### config.mk
export PLATFORM = sky130hd
export DESIGN_NAME = branch_exec_top
export DESIGN_NICKNAME = d
export VERILOG_FILES = /design/src/design/branch_pkg.sv /design/src/design/branch_ifs.sv /design/src/design/branch_control.sv /design/src/design/branch_comparator.sv /design/src/design/branch_target_calc.sv /design/src/design/return_addr_stack.sv /design/src/design/branch_exec_top.sv
export VERILOG_INCLUDE_DIRS = /design/src /design/src/include
export SDC_FILE = /design/constraint.sdc
export NUM_CORES = 1
export LEC_CHECK = 0
export BUFFER_PORTS_ARGS = -buffer_cell sky130_fd_sc_hd__buf_2
export CORE_ASPECT_RATIO = 1.2
export CORE_MARGIN = 8
export CORE_UTILIZATION = 51
export CTS_CLUSTER_DIAMETER = 150
export DETAILED_ROUTE_END_ITERATION = 10
export PLACE_DENSITY = 0.76
export SLEW_MARGIN = 40
export SYNTH_ARGS = -nofsm -noshare
export SYNTH_HDL_FRONTEND = slang
export SYNTH_SLANG_ARGS = --single-unit
### constraint.sdc
create_clock -name clk -period 4.55 [get_ports clk]
set_clock_uncertainty 0.2 [all_clocks]
set_input_delay 0.2275 -clock clk [delete_from_list [all_inputs] [get_ports clk]]
set_output_delay 0.2275 -clock clk [all_outputs]
set_load 0.02 [all_outputs]
### src/include/branch_cfg.svh
/*
  build-time parameters of the branch execution block
  BR_RAS_DEPTH must be a power of two, the stack pointer wraps
  BR_XLEN other than 32 is not supported by the RV32I decode
*/
`ifndef BR_CFG_SVH
`define BR_CFG_SVH

// width of operands, pc and addresses
`define BR_XLEN 32

// return address stack entries
`define BR_RAS_DEPTH 8

`endif

### src/design/branch_pkg.sv
/*
  types shared by the branch execution block and its testbench
  widths come from branch_cfg.svh
*/
`default_nettype none

`include "branch_cfg.svh"

package branch_pkg;

    // operands and addresses
    typedef logic [`BR_XLEN-1:0] xlen_t;

    // raw instruction word, always 32 bits in RV32I
    typedef logic [31:0] instr_t;

    // funct3 of a conditional branch
    typedef logic [2:0] fn3_t;

    // tag travelling with the writeback
    typedef logic [3:0] instr_id_t;

    // index into the return address stack
    typedef logic [$clog2(`BR_RAS_DEPTH)-1:0] ras_ptr_t;

    // decoded instruction kind, BR_NONE is never accepted
    typedef enum logic [1:0] {
        BR_COND,
        BR_JAL,
        BR_JALR,
        BR_NONE
    } br_kind_t;

    // writeback hold FSM
    typedef enum logic {
        WB_IDLE,
        WB_HOLD
    } wb_state_t;

endpackage

`default_nettype wire

### src/design/branch_ifs.sv
/*
  internal buses of the branch block
  br_req_if carries the accepted request, valid only while fire is high
  ras_if push and pop are single-cycle pulses, pop is applied before push
*/
`default_nettype none

interface br_req_if import branch_pkg::*; ();

    // request accepted this cycle
    logic     fire;
    br_kind_t kind;
    instr_t   instr;
    xlen_t    pc;
    xlen_t    rs1;
    xlen_t    rs2;

    modport ctrl (
        output fire, kind, instr, pc, rs1, rs2
    );

    // datapath side only samples
    modport dp (
        input fire, kind, instr, pc, rs1, rs2
    );

endinterface

interface ras_if import branch_pkg::*; ();

    logic  push;
    logic  pop;
    xlen_t push_addr;
    // current top entry and occupancy flag
    xlen_t top_addr;
    logic  empty;

    modport ctrl (
        output push, pop, push_addr,
        input  top_addr, empty
    );

    modport stack (
        input  push, pop, push_addr,
        output top_addr, empty
    );

endinterface

`default_nettype wire

### src/design/branch_control.sv
/*
  issue gating, decode and execute-stage control of the branch block
  only one writeback can be pending, issue stalls until it is accepted
  call and return detection follows the x1/x5 link register convention
*/
`default_nettype none

module branch_control import branch_pkg::*; (
    input  logic      clk,
    input  logic      rst,
    input  logic      issue,
    input  instr_t    instr,
    input  xlen_t     pc,
    input  xlen_t     rs1,
    input  xlen_t     rs2,
    input  instr_id_t id,
    input  logic      cond_met,
    input  logic      wb_accepted,
    output logic      ready,
    output logic      ex_valid,
    output logic      branch_taken,
    output logic      is_return_ex,
    output logic      wb_done,
    output xlen_t     wb_rd,
    output instr_id_t wb_id,
    br_req_if.ctrl    req,
    ras_if.ctrl       ras
);

    br_kind_t  kind;
    wb_state_t wb_state;
    logic      fire;
    logic      is_jump;
    logic      uses_rd;
    logic      rd_link;
    logic      rs1_link;
    logic      is_call;
    logic      is_return;

    // opcode decode
    always_comb begin
        case (instr[6:0])
            7'b1100011: kind = BR_COND;
            7'b1101111: kind = BR_JAL;
            7'b1100111: kind = BR_JALR;
            default:    kind = BR_NONE;
        endcase
    end

    assign is_jump = (kind == BR_JAL) || (kind == BR_JALR);
    // rd field holds immediate bits for branches
    assign uses_rd = is_jump && (instr[11:7] != 5'd0);

    // x1 or x5 as link register
    assign rd_link  = (instr[11:7] == 5'd1) || (instr[11:7] == 5'd5);
    assign rs1_link = (instr[19:15] == 5'd1) || (instr[19:15] == 5'd5);

    assign is_call = is_jump && rd_link;
    // jalr with two different link regs is a pop then a push
    assign is_return = (kind == BR_JALR) && rs1_link &&
                       (!rd_link || (instr[19:15] != instr[11:7]));

    // stalled only while a held result is not taken this cycle
    assign ready = (wb_state == WB_IDLE) || wb_accepted;
    assign fire  = issue && ready && (kind != BR_NONE);

    assign req.fire  = fire;
    assign req.kind  = kind;
    assign req.instr = instr;
    assign req.pc    = pc;
    assign req.rs1   = rs1;
    assign req.rs2   = rs2;

    // execute stage flags and stack pulses
    always_ff @(posedge clk) begin
        if (rst) begin
            ex_valid     <= 1'b0;
            branch_taken <= 1'b0;
            is_return_ex <= 1'b0;
            ras.push     <= 1'b0;
            ras.pop      <= 1'b0;
        end else begin
            ex_valid <= fire;
            ras.push <= fire && is_call;
            ras.pop  <= fire && is_return;
            if (fire) begin
                // fn3 bit 0 inverts bne, bge, bgeu
                branch_taken <= is_jump || (cond_met ^ instr[12]);
                is_return_ex <= is_return;
            end
        end
    end

    // link value, also the address pushed on a call
    always_ff @(posedge clk) begin
        if (fire && uses_rd) begin
            wb_rd <= pc + xlen_t'(4);
            wb_id <= id;
        end
    end

    assign ras.push_addr = wb_rd;

    // writeback hold
    always_ff @(posedge clk) begin
        if (rst) begin
            wb_state <= WB_IDLE;
        end else if (fire && uses_rd) begin
            wb_state <= WB_HOLD;
        end else if (wb_accepted) begin
            wb_state <= WB_IDLE;
        end
    end

    assign wb_done = (wb_state == WB_HOLD);

    // held result is never dropped before the writeback side takes it
    a_wb_hold: assert property (@(posedge clk) disable iff (rst)
        (wb_done && !wb_accepted) |=> wb_done);

    // an empty stack never sees a combined pop and push
    a_ras_underflow: assert property (@(posedge clk) disable iff (rst)
        (ras.pop && ras.empty) |-> !ras.push);

endmodule

`default_nettype wire

### src/design/branch_comparator.sv
/*
  condition compare for conditional branches, purely combinational
  gives eq for fn3 00x and lt for 1xx, before the fn3[0] inversion
  fn3 01x is not a branch and yields the equality result
*/
`default_nettype none

`include "branch_cfg.svh"

module branch_comparator import branch_pkg::*; (
    br_req_if.dp req,
    output logic cond_met
);

    fn3_t                fn3;
    logic                use_signed;
    logic [`BR_XLEN:0]   a_ext;
    logic [`BR_XLEN:0]   b_ext;
    logic [`BR_XLEN:0]   diff;
    logic                less_than;
    logic                equal;

    assign fn3 = req.instr[14:12];

    // blt/bge signed, bltu/bgeu unsigned
    assign use_signed = !fn3[1];

    // one extra bit so a single subtract covers both cases
    assign a_ext = {use_signed && req.rs1[`BR_XLEN-1], req.rs1};
    assign b_ext = {use_signed && req.rs2[`BR_XLEN-1], req.rs2};

    assign diff      = a_ext - b_ext;
    assign less_than = diff[`BR_XLEN];
    assign equal     = (req.rs1 == req.rs2);

    assign cond_met = fn3[2] ? less_than : equal;

endmodule

`default_nettype wire

### src/design/branch_target_calc.sv
/*
  target and fall-through address generation
  outputs load only on an accepted request and hold otherwise
  misaligned targets are not flagged, bit 0 is simply cleared
*/
`default_nettype none

`include "branch_cfg.svh"

module branch_target_calc import branch_pkg::*; (
    input  logic  clk,
    br_req_if.dp  req,
    output xlen_t jump_pc,
    output xlen_t njump_pc,
    output xlen_t ex_pc
);

    logic [11:0] b_imm;
    logic [19:0] j_imm;
    logic [11:0] i_imm;
    xlen_t       offset;
    xlen_t       base;
    xlen_t       target;
    xlen_t       pc_plus_4;

    // B and J immediates leave out bit 0, always zero
    assign b_imm = {req.instr[31], req.instr[7], req.instr[30:25], req.instr[11:8]};
    assign j_imm = {req.instr[31], req.instr[19:12], req.instr[20], req.instr[30:21]};
    assign i_imm = req.instr[31:20];

    // sign extend by kind
    always_comb begin
        case (req.kind)
            BR_JAL:  offset = xlen_t'(signed'({j_imm, 1'b0}));
            BR_JALR: offset = xlen_t'(signed'(i_imm));
            default: offset = xlen_t'(signed'({b_imm, 1'b0}));
        endcase
    end

    // jalr is register relative
    assign base = (req.kind == BR_JALR) ? req.rs1 : req.pc;

    assign target    = base + offset;
    assign pc_plus_4 = req.pc + xlen_t'(4);

    always_ff @(posedge clk) begin
        if (req.fire) begin
            jump_pc  <= {target[`BR_XLEN-1:1], 1'b0};
            njump_pc <= pc_plus_4;
            ex_pc    <= req.pc;
        end
    end

    // pc relative targets need no bit 0 fixup, so bit 1 is pc[1] ^ imm[1]
    a_pcrel_align: assert property (@(posedge clk)
        (req.fire && (req.kind == BR_COND || req.kind == BR_JAL))
        |=> (jump_pc[1] == $past(req.pc[1] ^ offset[1])));

endmodule

`default_nettype wire

### src/design/return_addr_stack.sv
/*
  circular return address stack
  push on a full stack overwrites the oldest entry
  pop on an empty stack is dropped, pop is applied before push
*/
`default_nettype none

`include "branch_cfg.svh"

module return_addr_stack import branch_pkg::*; (
    input  logic clk,
    input  logic rst,
    ras_if.stack ras
);

    localparam int DEPTH = `BR_RAS_DEPTH;

    typedef logic [$clog2(DEPTH):0] cnt_t;

    xlen_t    entries [DEPTH];
    ras_ptr_t ptr;
    ras_ptr_t ptr_popped;
    ras_ptr_t ptr_next;
    cnt_t     count;
    cnt_t     count_popped;
    cnt_t     count_next;
    logic     pop_ok;

    assign pop_ok = ras.pop && (count != '0);

    // pop first
    assign ptr_popped   = pop_ok ? ptr - 1'b1 : ptr;
    assign count_popped = pop_ok ? count - 1'b1 : count;

    // then push, saturating the count when wrapping over old entries
    assign ptr_next = ras.push ? ptr_popped + 1'b1 : ptr_popped;
    always_comb begin
        if (ras.push && (count_popped != cnt_t'(DEPTH)))
            count_next = count_popped + 1'b1;
        else
            count_next = count_popped;
    end

    always_ff @(posedge clk) begin
        if (rst) begin
            ptr   <= '0;
            count <= '0;
        end else begin
            ptr   <= ptr_next;
            count <= count_next;
        end
    end

    always_ff @(posedge clk) begin
        if (ras.push)
            entries[ptr_next] <= ras.push_addr;
    end

    assign ras.top_addr = entries[ptr];
    assign ras.empty    = (count == '0);

endmodule

`default_nettype wire

### src/design/branch_exec_top.sv
/*
  branch execution block, top level
  resolve and writeback appear one cycle after an accepted issue
  ras_top follows a call or return two cycles after issue
*/
`default_nettype none

module branch_exec_top import branch_pkg::*; (
    input  logic      clk,
    input  logic      rst,
    input  logic      issue,
    input  instr_t    instr,
    input  xlen_t     pc,
    input  xlen_t     rs1,
    input  xlen_t     rs2,
    input  instr_id_t id,
    input  logic      wb_accepted,
    output logic      ready,
    output logic      ex_valid,
    output logic      branch_taken,
    output xlen_t     jump_pc,
    output xlen_t     njump_pc,
    output xlen_t     ex_pc,
    output logic      is_return_ex,
    output logic      wb_done,
    output xlen_t     wb_rd,
    output instr_id_t wb_id,
    output xlen_t     ras_top,
    output logic      ras_empty
);

    logic cond_met;

    br_req_if req_bus ();
    ras_if    ras_bus ();

    branch_control u_control (
        .clk          (clk),
        .rst          (rst),
        .issue        (issue),
        .instr        (instr),
        .pc           (pc),
        .rs1          (rs1),
        .rs2          (rs2),
        .id           (id),
        .cond_met     (cond_met),
        .wb_accepted  (wb_accepted),
        .ready        (ready),
        .ex_valid     (ex_valid),
        .branch_taken (branch_taken),
        .is_return_ex (is_return_ex),
        .wb_done      (wb_done),
        .wb_rd        (wb_rd),
        .wb_id        (wb_id),
        .req          (req_bus.ctrl),
        .ras          (ras_bus.ctrl)
    );

    branch_comparator u_comparator (
        .req      (req_bus.dp),
        .cond_met (cond_met)
    );

    branch_target_calc u_target (
        .clk      (clk),
        .req      (req_bus.dp),
        .jump_pc  (jump_pc),
        .njump_pc (njump_pc),
        .ex_pc    (ex_pc)
    );

    return_addr_stack u_ras (
        .clk (clk),
        .rst (rst),
        .ras (ras_bus.stack)
    );

    // stack state straight out
    assign ras_top   = ras_bus.top_addr;
    assign ras_empty = ras_bus.empty;

endmodule

`default_nettype wire

==> metrics.txt <==
status finished clean; Tot Pwr ~7600 uW; Die Wd between 150 and 200 um; critical path type input pin to register; global-route wire length before repair around 67 mm; Clk network pwr share around two fifths; DRT Pass-1 Iters 5; PortBufs between 300 and 400; final period utilization 88.8%; commonest non-fill, non-tap cell in the layout edfxtp_1; Main synth FF type edfxtp_1; vias per cell between 5 and 6; area leader, netlist edfxtp_1; detailed-route DRC error count 0; # IOs around 310; Worst Max-Slew Pin Slew slightly above 0.7 ns; Yosys reg bits approximately 400; Worst setup EP type register; crit path DAT 4.13 ns; DR vias between 10,000 and 15,000; Max-slew headroom 53.0%; Setup-failing EPs final 0; Post-DP HPWL between 30 and 40 mm; Max-cap violations 0; GRT overflow 0; LEAKAGE 0.00806 uW; clk slew on worst S/H paths approximately 0.06 ns; clk buf depth 3; layout cells sized above 1 a little over a third; combinational share of power under 10%; CTS root buf clkbuf_16; wire per inst 22.6 um; GP Congestion ~0.91; Final #Nets around 1,700; Final Hold Viols 0; number of global-route vias before repair ~12,000; RSZ-0062 raised after global routing false; Die Area roughly 0.04 mm2; growth of design area from synthesis to finish 22.2%; VDD IR max 248 uV; post-layout min period about 4.0 ns; cells after synthesis 1,084; Hold Path Class input pin to register; most frequent cells in the layout 385 x edfxtp_1, 304 x buf_2, 70 x ha_1, 64 x mux4_2, 59 x mux2_2; Initial DRC Count about 670; pin count of the biggest net entering global routing 97; Core Rows 75; setup TNS 0 ns; critical path peak fanout 27; filler cell count in the final layout between 2,000 and 2,500; post-synthesis cell area ~0.018 mm2; startpoint class of the critical path input pin; Total GRT Usage a little over a fifth; initial antenna violation count 6; Ys Warns 0; Pwr per Cell Area between 300 and 400 mW/mm2; worst endpoint required time between 4 and 5 ns; drt total wl around 45 mm; DRT antenna net count 0; Net Switching 1650 uW; Synth async-reset ratio 0%; post-CTS setup buffer count 0; internal power 5940 uW; Reg power frac roughly 53%; fin. max-slew vios 0; Avg Cell Area, Syn around 16 um2; Core ar. 0.0346 mm2; Die Y 220 um; Max Freq 247 MHz; Seq/Total Area, Yosys between 60% and 70%; number of CTS-inserted buffers 39; worst skew pair latency ~0.54 ns; Yosys top cell area share between 60 and 70%; Clock Sinks 398; initial core utilization about half; dominant cells by area after synthesis edfxtp_1 65%, mux4_2 8.1%, ha_1 5.0%; EDFF count, synth ~390; Post-Syn Nets ~1,300; H-tree levels 2; CTS tree built; R2R Setup Slk 0.68 ns; Net Sw Frac between 20% and 30%; synth unique cells 72
## registers in the layout (all words and copies together), names as in the netlist
| register | count |
|---|---|
| u_control.ex_valid | 1 |
| u_control.ras.push_addr | 32 |
| u_ras.entries | 256 |
| u_ras.count | 4 |
| u_control.wb_id | 4 |
| u_control.is_return_ex | 1 |
| u_target.jump_pc | 31 |
| u_target.ex_pc | 32 |
| u_target.njump_pc | 30 |
| u_ras.ptr | 3 |
| u_control.branch_taken | 1 |
| u_control.wb_done | 1 |
| u_control.ras.push | 1 |
| u_control.ras.pop | 1 |
## power by group through the flow
stage / registers [uW] / clock network (uW) / logic [uW]
final: 4010 / 3020 / 563
after global routing: 4000 / 3220 / 616
after CTS: 4000 / 3090 / 559
after detailed placement: 4080 / 0 / 526
after global placement: 4080 / 0 / 516
after floorplan: 4100 / 0 / 311
## through the flow
stage          util (%)  cells  hold WS, ns  area (um2)  worst slack (ns)
6_report           62.7   1969       0.0419       21700             0.508
5_1_grt            62.7   1969       0.0632       21700             0.207
4_1_cts            62.6   1963       0.0117       21700             0.544
3_5_place_dp       57.8   1847        0.209       20000           -0.0150
3_3_place_gp       57.8   1847        0.204       20000            0.0897
2_1_floorplan         -   1084        0.126       17800            -0.512
## final timing paths
check | from | to | cells past startpoint
min | instr[9] | u_control.wb_done | 5
max | instr[1] | u_target.jump_pc[31] | 20
max reg2reg | u_ras.count[0] | u_ras.entries[7][24] | 12
min reg2reg | u_control.is_return_ex | u_control.is_return_ex | 1
## cell usage after synthesis, types with 18 or more instances
cell and instances:
edfxtp_1 385, ha_1 71, mux4_2 64, mux2_2 59, inv_1 58, xnor2_1 49, nand2_1 45, nor2_1 33
o21ai_0 31, a21oi_1 30, a21o_1 28, nand3_1 21, nor3_1 20, xor2_1 20, clkbuf_1 18
## layout make-up
type | count | area (um2) | area share (%)
clock buffer | 46 | 1020 | 4.72
timing repair buffer | 382 | 2260 | 10.4
tap | 462 | 578 | 2.66
multi-input combinational | 595 | 5600 | 25.8
sequential | 398 | 11800 | 54.5
inverter | 58 | 221 | 1.02
clock inverter | 22 | 171 | 0.790
antenna | 6 | 15.0 | 0.0692
## layer usage
metal	global-route usage (%)	vias to the layer above	wire, um
li1	-	5020	-
met2	38.7	443	23500
met4	8.60	0	1470
met3	4.07	85	2750
met1	24.1	5486	16800
met5	0	-	0
## worst max-delay path, stage by stage
cell and delay [ns]:
buf_2 0.08, nand3_1 0.11, nor3b_1 0.33, nand2_1 0.10, or2_2 0.31, inv_1 0.07
ha_2 0.18, buf_12 0.19, buf_4 0.25, mux2_2 0.36, ha_1 0.31, buf_4 0.17
a31oi_1 0.24, o211ai_1 0.16, o21a_1 0.24, nor2_2 0.13, a2111o_1 0.21, nand2_2 0.09
a311oi_2 0.27, xnor2_1 0.09
## cells by family (layout without fill, tap and decap cells)
| family | count (synthesis) | in the layout | synth area share [%] |
|---|---|---|---|
| flops | 398 | 398 | 66.6 |
| simple gates | 183 | 183 | 5.21 |
| compound gates | 144 | 144 | 5.55 |
| mux | 126 | 126 | 12.0 |
| buf+inv | 91 | 508 | 2.11 |
| fa+ha+maj | 72 | 72 | 5.12 |
| xor+xnor | 69 | 69 | 3.40 |
| other cells | 1 | 7 | 0.0211 |
## timing repair
item	4_1_cts	5_1_grt
setup endpoints to repair	0	0
hold endpoints to repair	103	0
hold buffers	48	0
gates resized for setup	0	0
(Power assumes the default switching activity.)
